## src/common/gpio_pkg.sv

```systemverilog
package gpio_pkg;

   // --------------------
   // sizes
   // --------------------

   // one pin per data bit
   localparam int IO_NUM     = 32;
   localparam int APB_WIDTH  = 32;
   localparam int ADDR_WIDTH = 8;

   // per-pin config byte
   localparam int CFG_WIDTH  = 8;

   // --------------------
   // register map
   // --------------------

   // config bytes sit word-aligned below this offset
   localparam logic [7:0] OFFS_CFG_LIMIT = 8'h80;

   // interrupt status, write one to clear
   localparam logic [7:0] OFFS_INTR      = 8'h80;

   // synchronized input, masked by input enable
   localparam logic [7:0] OFFS_GPIN      = 8'h90;

   // output data
   localparam logic [7:0] OFFS_GPOUT     = 8'hA0;

   // --------------------
   // config byte fields
   // --------------------

   localparam int CFG_OUT_EN   = 0;
   localparam int CFG_IN_EN    = 1;
   localparam int CFG_OE       = 2;
   localparam int CFG_INT_EN   = 3;

   // bits 7:5 hold the interrupt type
   localparam int CFG_TYPE_LSB = 5;

   // output data after reset
   localparam logic [APB_WIDTH-1:0] GPOUT_RESET = '0;

   // interrupt source select, codes 5 and 6 behave as disabled
   typedef enum logic [2:0] {
      IRQ_LEVEL_HIGH = 3'd0,
      IRQ_LEVEL_LOW  = 3'd1,
      IRQ_EDGE_POS   = 3'd2,
      IRQ_EDGE_NEG   = 3'd3,
      IRQ_EDGE_BOTH  = 3'd4,
      IRQ_DISABLED   = 3'd7
   } irq_type_e;

endpackage
```

## src/verilog/gpio_top.sv

```systemverilog
module gpio_top (
   input  logic                             PCLK,
   input  logic                             aresetn,
   // apb slave
   input  logic                             psel_i,
   input  logic                             penable_i,
   input  logic                             pwrite_i,
   input  logic [gpio_pkg::ADDR_WIDTH-1:0]  paddr_i,
   input  logic [gpio_pkg::APB_WIDTH-1:0]   pwdata_i,
   output logic [gpio_pkg::APB_WIDTH-1:0]   prdata_o,
   output logic                             pready_o,
   output logic                             pslverr_o,
   // pins
   input  logic [gpio_pkg::IO_NUM-1:0]      gpio_in_i,
   output logic [gpio_pkg::IO_NUM-1:0]      gpio_out_o,
   output logic [gpio_pkg::IO_NUM-1:0]      gpio_oe_o,
   // interrupts
   output logic [gpio_pkg::IO_NUM-1:0]      int_o,
   output logic                             int_or_o
);
   import gpio_pkg::*;

   logic [IO_NUM-1:0]    cfg_int_en;
   irq_type_e            cfg_int_type [IO_NUM];
   logic                 intr_clr_we;
   logic [APB_WIDTH-1:0] clr_mask;
   logic [IO_NUM-1:0]    gpin_sync;
   logic [IO_NUM-1:0]    intr_status;

   // every access completes in its access phase
   assign pready_o  = 1'b1;
   assign pslverr_o = 1'b0;

   gpio_apb_regs u_regs (
      .PCLK           (PCLK),
      .aresetn        (aresetn),
      .psel_i         (psel_i),
      .penable_i      (penable_i),
      .pwrite_i       (pwrite_i),
      .paddr_i        (paddr_i),
      .pwdata_i       (pwdata_i),
      .prdata_o       (prdata_o),
      .gpin_sync_i    (gpin_sync),
      .intr_status_i  (intr_status),
      .cfg_int_en_o   (cfg_int_en),
      .cfg_int_type_o (cfg_int_type),
      .intr_clr_we_o  (intr_clr_we),
      .clr_mask_o     (clr_mask),
      .gpio_out_o     (gpio_out_o),
      .gpio_oe_o      (gpio_oe_o)
   );

   gpio_irq_unit u_irq (
      .PCLK           (PCLK),
      .aresetn        (aresetn),
      .gpio_in_i      (gpio_in_i),
      .cfg_int_en_i   (cfg_int_en),
      .cfg_int_type_i (cfg_int_type),
      .intr_clr_we_i  (intr_clr_we),
      .clr_mask_i     (clr_mask),
      .gpin_sync_o    (gpin_sync),
      .intr_status_o  (intr_status),
      .int_o          (int_o),
      .int_or_o       (int_or_o)
   );

endmodule

```

## src/irq/gpio_irq_unit.sv

```systemverilog
module gpio_irq_unit (
   input  logic                             PCLK,
   input  logic                             aresetn,
   // pins
   input  logic [gpio_pkg::IO_NUM-1:0]      gpio_in_i,
   // config from the register block
   input  logic [gpio_pkg::IO_NUM-1:0]      cfg_int_en_i,
   input  gpio_pkg::irq_type_e              cfg_int_type_i [gpio_pkg::IO_NUM],
   input  logic                             intr_clr_we_i,
   input  logic [gpio_pkg::APB_WIDTH-1:0]   clr_mask_i,
   // read-back
   output logic [gpio_pkg::IO_NUM-1:0]      gpin_sync_o,
   output logic [gpio_pkg::IO_NUM-1:0]      intr_status_o,
   // interrupts
   output logic [gpio_pkg::IO_NUM-1:0]      int_o,
   output logic                             int_or_o
);
   import gpio_pkg::*;

   logic [IO_NUM-1:0] sync1_q;
   logic [IO_NUM-1:0] sync2_q;
   logic [IO_NUM-1:0] dly_q;

   logic [IO_NUM-1:0] rise;
   logic [IO_NUM-1:0] fall;
   logic [IO_NUM-1:0] clr;

   logic [IO_NUM-1:0] edge_pos_q;
   logic [IO_NUM-1:0] edge_neg_q;
   logic [IO_NUM-1:0] edge_both_q;

   logic [IO_NUM-1:0] int_src;

   // --------------------
   // input path
   // --------------------

   // two flops against metastability, then one delay for edge detect
   always_ff @(posedge PCLK or negedge aresetn)
   begin
      if (!aresetn)
      begin
         sync1_q <= '0;
         sync2_q <= '0;
         dly_q   <= '0;
      end
      else
      begin
         sync1_q <= gpio_in_i;
         sync2_q <= sync1_q;
         dly_q   <= sync2_q;
      end
   end

   assign gpin_sync_o = dly_q;

   // new level against the delayed one
   assign rise = sync2_q & ~dly_q;
   assign fall = ~sync2_q & dly_q;

   // w1c bits for this cycle
   assign clr  = intr_clr_we_i ? clr_mask_i[IO_NUM-1:0] : '0;

   // --------------------
   // edge latches
   // --------------------

   for (genvar i = 0; i < IO_NUM; i++)
   begin : g_pin
      // held at zero while the pin's interrupt is off
      // a new edge wins over a clear in the same cycle
      always_ff @(posedge PCLK or negedge aresetn)
      begin
         if (!aresetn)
         begin
            edge_pos_q[i]  <= 1'b0;
            edge_neg_q[i]  <= 1'b0;
            edge_both_q[i] <= 1'b0;
         end
         else if (!cfg_int_en_i[i])
         begin
            edge_pos_q[i]  <= 1'b0;
            edge_neg_q[i]  <= 1'b0;
            edge_both_q[i] <= 1'b0;
         end
         else
         begin
            edge_pos_q[i]  <= rise[i] | (edge_pos_q[i] & ~clr[i]);
            edge_neg_q[i]  <= fall[i] | (edge_neg_q[i] & ~clr[i]);
            edge_both_q[i] <= rise[i] | fall[i] | (edge_both_q[i] & ~clr[i]);
         end
      end

      // source select by type, unused codes never fire
      always_comb
      begin
         case (cfg_int_type_i[i])
            IRQ_LEVEL_HIGH: int_src[i] = dly_q[i];
            IRQ_LEVEL_LOW:  int_src[i] = ~dly_q[i];
            IRQ_EDGE_POS:   int_src[i] = edge_pos_q[i];
            IRQ_EDGE_NEG:   int_src[i] = edge_neg_q[i];
            IRQ_EDGE_BOTH:  int_src[i] = edge_both_q[i];
            default:        int_src[i] = 1'b0;
         endcase
      end
   end

   assign int_o    = int_src & cfg_int_en_i;
   assign int_or_o = |int_o;

   // --------------------
   // interrupt status
   // --------------------

   // reloads from int_o, so a held level comes back after a clear
   always_ff @(posedge PCLK or negedge aresetn)
   begin
      if (!aresetn)
      begin
         intr_status_o <= '0;
      end
      else if (intr_clr_we_i)
      begin
         intr_status_o <= intr_status_o & ~clr_mask_i[IO_NUM-1:0];
      end
      else
      begin
         intr_status_o <= int_o;
      end
   end

   // --------------------
   // assertions
   // --------------------

   // no stale edge survives on a pin that was disabled
   a_latch_off : assert property (
      @(posedge PCLK) disable iff (!aresetn)
      ((edge_pos_q | edge_neg_q | edge_both_q) & ~$past(cfg_int_en_i)) == '0
   );

   // gpin shows the pin level three edges back
   a_in_latency : assert property (
      @(posedge PCLK) disable iff (!aresetn)
      $past(aresetn, 3) |-> (gpin_sync_o == $past(gpio_in_i, 3))
   );

endmodule

```

## src/apb_regs/gpio_apb_regs.sv

```systemverilog
module gpio_apb_regs (
   input  logic                             PCLK,
   input  logic                             aresetn,
   // apb slave
   input  logic                             psel_i,
   input  logic                             penable_i,
   input  logic                             pwrite_i,
   input  logic [gpio_pkg::ADDR_WIDTH-1:0]  paddr_i,
   input  logic [gpio_pkg::APB_WIDTH-1:0]   pwdata_i,
   output logic [gpio_pkg::APB_WIDTH-1:0]   prdata_o,
   // read-back from the interrupt unit
   input  logic [gpio_pkg::IO_NUM-1:0]      gpin_sync_i,
   input  logic [gpio_pkg::IO_NUM-1:0]      intr_status_i,
   // config towards the interrupt unit
   output logic [gpio_pkg::IO_NUM-1:0]      cfg_int_en_o,
   output gpio_pkg::irq_type_e              cfg_int_type_o [gpio_pkg::IO_NUM],
   output logic                             intr_clr_we_o,
   output logic [gpio_pkg::APB_WIDTH-1:0]   clr_mask_o,
   // pins
   output logic [gpio_pkg::IO_NUM-1:0]      gpio_out_o,
   output logic [gpio_pkg::IO_NUM-1:0]      gpio_oe_o
);
   import gpio_pkg::*;

   logic [CFG_WIDTH-1:0]        cfg_q [IO_NUM];
   logic [APB_WIDTH-1:0]        gpout_q;

   logic                        wr_en;
   logic                        cfg_hit;
   logic [$clog2(IO_NUM)-1:0]   addr_idx;

   logic [IO_NUM-1:0]           out_en;
   logic [IO_NUM-1:0]           in_en;
   logic [IO_NUM-1:0]           oe_bit;

   // --------------------
   // address decode
   // --------------------

   // write strobe, end of access phase
   assign wr_en    = psel_i & penable_i & pwrite_i;

   // word address picks the pin below the status block
   assign cfg_hit  = (paddr_i < OFFS_CFG_LIMIT);
   assign addr_idx = paddr_i[2 +: $clog2(IO_NUM)];

   // w1c pulse and mask for the interrupt unit
   assign intr_clr_we_o = wr_en && (paddr_i == OFFS_INTR);
   assign clr_mask_o    = pwdata_i;

   // --------------------
   // config registers
   // --------------------

   for (genvar i = 0; i < IO_NUM; i++)
   begin : g_cfg
      always_ff @(posedge PCLK or negedge aresetn)
      begin
         if (!aresetn)
         begin
            cfg_q[i] <= '0;
         end
         else if (wr_en && cfg_hit && (addr_idx == i))
         begin
            cfg_q[i] <= pwdata_i[CFG_WIDTH-1:0];
         end
      end

      // split out the fields
      assign out_en[i]         = cfg_q[i][CFG_OUT_EN];
      assign in_en[i]          = cfg_q[i][CFG_IN_EN];
      assign oe_bit[i]         = cfg_q[i][CFG_OE];
      assign cfg_int_en_o[i]   = cfg_q[i][CFG_INT_EN];
      assign cfg_int_type_o[i] = irq_type_e'(cfg_q[i][CFG_TYPE_LSB +: 3]);
   end

   // --------------------
   // output data
   // --------------------

   always_ff @(posedge PCLK or negedge aresetn)
   begin
      if (!aresetn)
      begin
         gpout_q <= GPOUT_RESET;
      end
      else if (wr_en && (paddr_i == OFFS_GPOUT))
      begin
         gpout_q <= pwdata_i;
      end
   end

   // pin drive, data only reaches a pin with its output register enabled
   assign gpio_out_o = gpout_q[IO_NUM-1:0] & out_en;
   assign gpio_oe_o  = out_en & oe_bit;

   // --------------------
   // read data
   // --------------------

   always_comb
   begin
      if (cfg_hit)
      begin
         prdata_o = APB_WIDTH'(cfg_q[addr_idx]);
      end
      else if (paddr_i == OFFS_INTR)
      begin
         prdata_o = APB_WIDTH'(intr_status_i);
      end
      else if (paddr_i == OFFS_GPIN)
      begin
         // only enabled inputs are visible
         prdata_o = APB_WIDTH'(gpin_sync_i & in_en);
      end
      else if (paddr_i == OFFS_GPOUT)
      begin
         prdata_o = gpout_q;
      end
      else
      begin
         prdata_o = '0;
      end
   end

   // --------------------
   // assertions
   // --------------------

   // a config write with the output register off releases the pin
   for (genvar i = 0; i < IO_NUM; i++)
   begin : g_chk
      a_oe_needs_out_en : assert property (
         @(posedge PCLK) disable iff (!aresetn)
         (wr_en && cfg_hit && (addr_idx == i) && !pwdata_i[CFG_OUT_EN]) |=> !gpio_oe_o[i]
      );
   end

endmodule

```

## config.mk

```make
export PLATFORM = sky130hd
export DESIGN_NAME = gpio_top
export DESIGN_NICKNAME = d
export VERILOG_FILES = /design/src/common/gpio_pkg.sv /design/src/verilog/gpio_top.sv /design/src/irq/gpio_irq_unit.sv /design/src/apb_regs/gpio_apb_regs.sv
export SDC_FILE = /design/constraint.sdc
export NUM_CORES = 1
export LEC_CHECK = 0
export ABC_AREA = 0
export BUFFER_PORTS_ARGS = -buffer_cell sky130_fd_sc_hd__buf_2
export CAP_MARGIN = 40
export CELL_PAD_IN_SITES_DETAIL_PLACEMENT = 0
export CELL_PAD_IN_SITES_GLOBAL_PLACEMENT = 1
export CORE_MARGIN = 4
export CORE_UTILIZATION = 45
export CTS_BUF_LIST = sky130_fd_sc_hd__clkbuf_16
export CTS_CLUSTER_SIZE = 40
export DETAILED_ROUTE_END_ITERATION = 8
export PLACE_DENSITY = 0.83
export SLEW_MARGIN = 40
export SYNTH_ARGS = -nofsm -noshare
export SYNTH_HDL_FRONTEND = slang
export SYNTH_SLANG_ARGS = --single-unit
```

## constraint.sdc

```tcl
create_clock -name PCLK -period 5.1 [get_ports PCLK]
set_clock_uncertainty 0.05 [all_clocks]
set_input_delay 1.53 -clock PCLK [delete_from_list [all_inputs] [get_ports PCLK]]
set_output_delay 1.53 -clock PCLK [all_outputs]
set_load 0.05 [all_outputs]
```

==> out/qor.txt <==
Max-slew violation count - 0
Die Height - 240 µm
Endpoints failing hold - 0
Synth Flop Type - dfrtp_1
Nets@finish - 2361
IO buf count - 205
Clk slew on worst S/H paths - 0.06 ns
Worst Hold Slack - 0.297 ns
Initial DRC Count - 1575
Detail-routed via count per cell - 5.89
HP Class - flip-flop to flip-flop
Placer Congestion - 0.975
Pin count of the biggest net entering global routing - 116
Pre-CTS WS - -0.229 ns
Max-Cap Viols - 0
Crit Path Category - input pin to primary output
Period utilization - 99.1%
Post-CTS setup buffer count - 0
Pleak - 13.7 nW
Fin util - 53.8%
Drt drc - 0
Vias in the first global route - 18008
DP HPWL - 53700 µm
1st-pass router iterations - 5
Cell Area, Synth - 24300 µm²
Worst VDD drop - 0.259 mV
Vias - 17413
#FFs+latches synth - 512
H-tree Lvls - 2
Startpoint Class - input pin
Layout area overhead - 17.2%
Endpoints failing setup - 0
DIE AREA - 57800 µm²
Sequential-to-total area share from yosys stat - 52.7%
Data arrival, critical path - 3.47 ns
Initial Util - 45.9%
GRT overflow - 0
Routed Antenna Nets - 0
TritonCTS clock tree - built
Status - completed
Routed length per instance - 25.0 µm
Pwr dens - 331 nW/µm²
Post-synth cell types - 62
Setup WS post-layout - 0.0450 ns
Post-synth ARST share - 100%
Sink Count - 512
Hold Buf Count CTS - 0
Placed Cells - 2851
Cells after Synth - 1979
Mean Syn Cell Area - 12.3 µm²
Fill cells - 4517
Post-Syn Nets - 2120
Routed Wire Length - 73800 µm
Skew-Pair Late Insertion Delay - 0.61 ns
Fmax - 198 MHz
Crit path capture type - primary output
CTS buffer count - 54
DP Area - 26500 µm²
CP Max Fanout - 15
Deepest clock path buffer count - 3
Layout cells sized above 1 - 31.4%
Root Buffer - clkbuf_16
First-pass GRT wire length - 112000 µm
Synth warn - 0
Die Wd - 240 µm
Post-synth EDFFs - 0
Area of the core - 53000 µm²
Rel. slew slack - 43.7%
Tot Pwr - 9.44 mW
Non-Filler Instances - 2954
Design area - 28500 µm²
Setup TNS after final layout - 0 ns
Critical Path RT - 3.52 ns
Slew @ Worst Pin - 0.845 ns
GRT Util Overall - 25.6%
Initial antenna violation count - 1
I/O pins - 208
Row cnt - 84
Final Critical Period - 5.05 ns
cells in the final DEF (no fill, tap or decap), types with 61 or more instances in the layout:
cell     synthesis  final
buf_2           19    191
mux2_2         247    247
dfrtp_1        512    512
ha_1            64     64
nor2b_1         69     69
and2_1          68     68
mux4_2          67     70
a21oi_1        132    132
nand2_1        162    161
mux2i_1         61     61
inv_1          105    118
final cells by class:
type                            instances  area (µm²)  share of cell area (%)
Multi-Input combinational cell       1276       10700                    37.5
Clock inverter                         43         487                    1.71
Clock buffer                           57        1430                    5.01
Sequential cell                       512       12800                    45.0
Timing Repair Buffer                  268        1800                    6.32
Inverter                              108         410                    1.44
Tap cell                              688         861                    3.02
Antenna cell                            2        5.00                  0.0176
kinds of logic (layout without fill, tap and decap cells):
group                      count (synthesis)  in the layout  synth area share, %
adders and majority gates                 64             64                 3.30
buffers and inverters                    191            476                 3.42
AOI/OAI and AO/OA                        285            285                 6.84
and+or+nand+nor                          502            502                 10.9
xor gates and xnor gates                   5              5                0.180
DFF                                      512            512                 52.7
muxes                                    418            418                 22.6
other                                      2              4               0.0309
registers in the layout (all words and copies together) (netlist names):
| name | count |
|---|---|
| u_regs.cfg_q | 128 |
| u_irq.edge_pos_q | 32 |
| u_regs.gpout_q | 32 |
| u_irq.gpin_sync_o | 32 |
| u_regs.cfg_int_en_o | 32 |
| u_regs.cfg_int_type_o | 96 |
| u_irq.edge_both_q | 32 |
| u_irq.intr_status_o | 32 |
| u_irq.sync2_q | 32 |
| u_irq.sync1_q | 32 |
| u_irq.edge_neg_q | 32 |
cell usage after synthesis (all sizes together) (2+ instances only):
cell type / instances / area [µm²]
nor2: 63 / 289
nand4: 6 / 52.6
dfrtp: 512 / 12800
mux2i: 61 / 611
o31ai: 5 / 37.5
nand2: 162 / 608
a21oi: 132 / 661
a221oi: 4 / 35.0
nor3b: 10 / 75.1
o211ai: 2 / 15.0
nand3: 45 / 225
conb: 2 / 7.51
o32ai: 2 / 17.5
nor2b: 69 / 432
clkbuf: 41 / 154
a31oi: 12 / 75.1
mux2: 285 / 3240
nand3b: 32 / 240
a21boi: 32 / 240
o2111ai: 4 / 35.0
and2: 68 / 425
or3: 3 / 23.8
xnor2: 4 / 35.0
nor4b: 3 / 26.3
and3: 3 / 18.8
o311ai: 9 / 78.8
o22ai: 9 / 56.3
nor4: 5 / 31.3
o21ai: 62 / 310
buf: 42 / 268
mux4: 72 / 1640
inv: 107 / 407
ha: 64 / 801
nor3: 17 / 96.4
nand2b: 13 / 81.3
a211oi: 5 / 37.5
metal layers:
layer | GRT usage [%] | vias up | part of all wire [%]
li1 | - | 7510 | -
met1 | 33.9 | 8941 | 40
met2 | 40.7 | 775 | 47
met3 | 5.57 | 187 | 8.3
met4 | 11.8 | 0 | 4.7
met5 | 0 | - | 0
path summary, 6_finish.rpt:
path                                            from                      end  slack, ns  cells after the start
max                                       paddr_i[2]              prdata_o[5]       0.05                      8
min reg2reg                         u_irq.sync1_q[0]         u_irq.sync2_q[0]       0.30                      0
max in group asynchronous                    aresetn        u_regs.cfg_q[178]       3.04                      2
max reg2reg                u_regs.cfg_int_type_o[12]  u_irq.intr_status_o[27]       3.39                      6
min                                 u_irq.sync1_q[0]         u_irq.sync2_q[0]       0.30                      0
min in group asynchronous                    aresetn     u_irq.edge_neg_q[21]       0.87                      1
power by group:
group	total [mW]	internal, mW	switching (mW)
Sequential	4.43	4.22	0.210
Clock	4.24	2.57	1.67
Combinational	0.766	0.323	0.443
Total	9.44	7.12	2.32
critical path, stage by stage:
cell and delay [ns]:
buf_12 0.15, buf_6 0.15, mux4_2 0.55, mux4_2 0.48, o21ai_1 0.16, buf_4 0.15, o21ai_1 0.11, buf_12 0.18
repair_timing:
action                                  CTS  global route
gates resized for setup                  13            17
endpoints found under the setup margin    9             9
pin swaps                                 0             2
cloned                                    0             1
No activity file was read; power rests on OpenSTA's default activity.
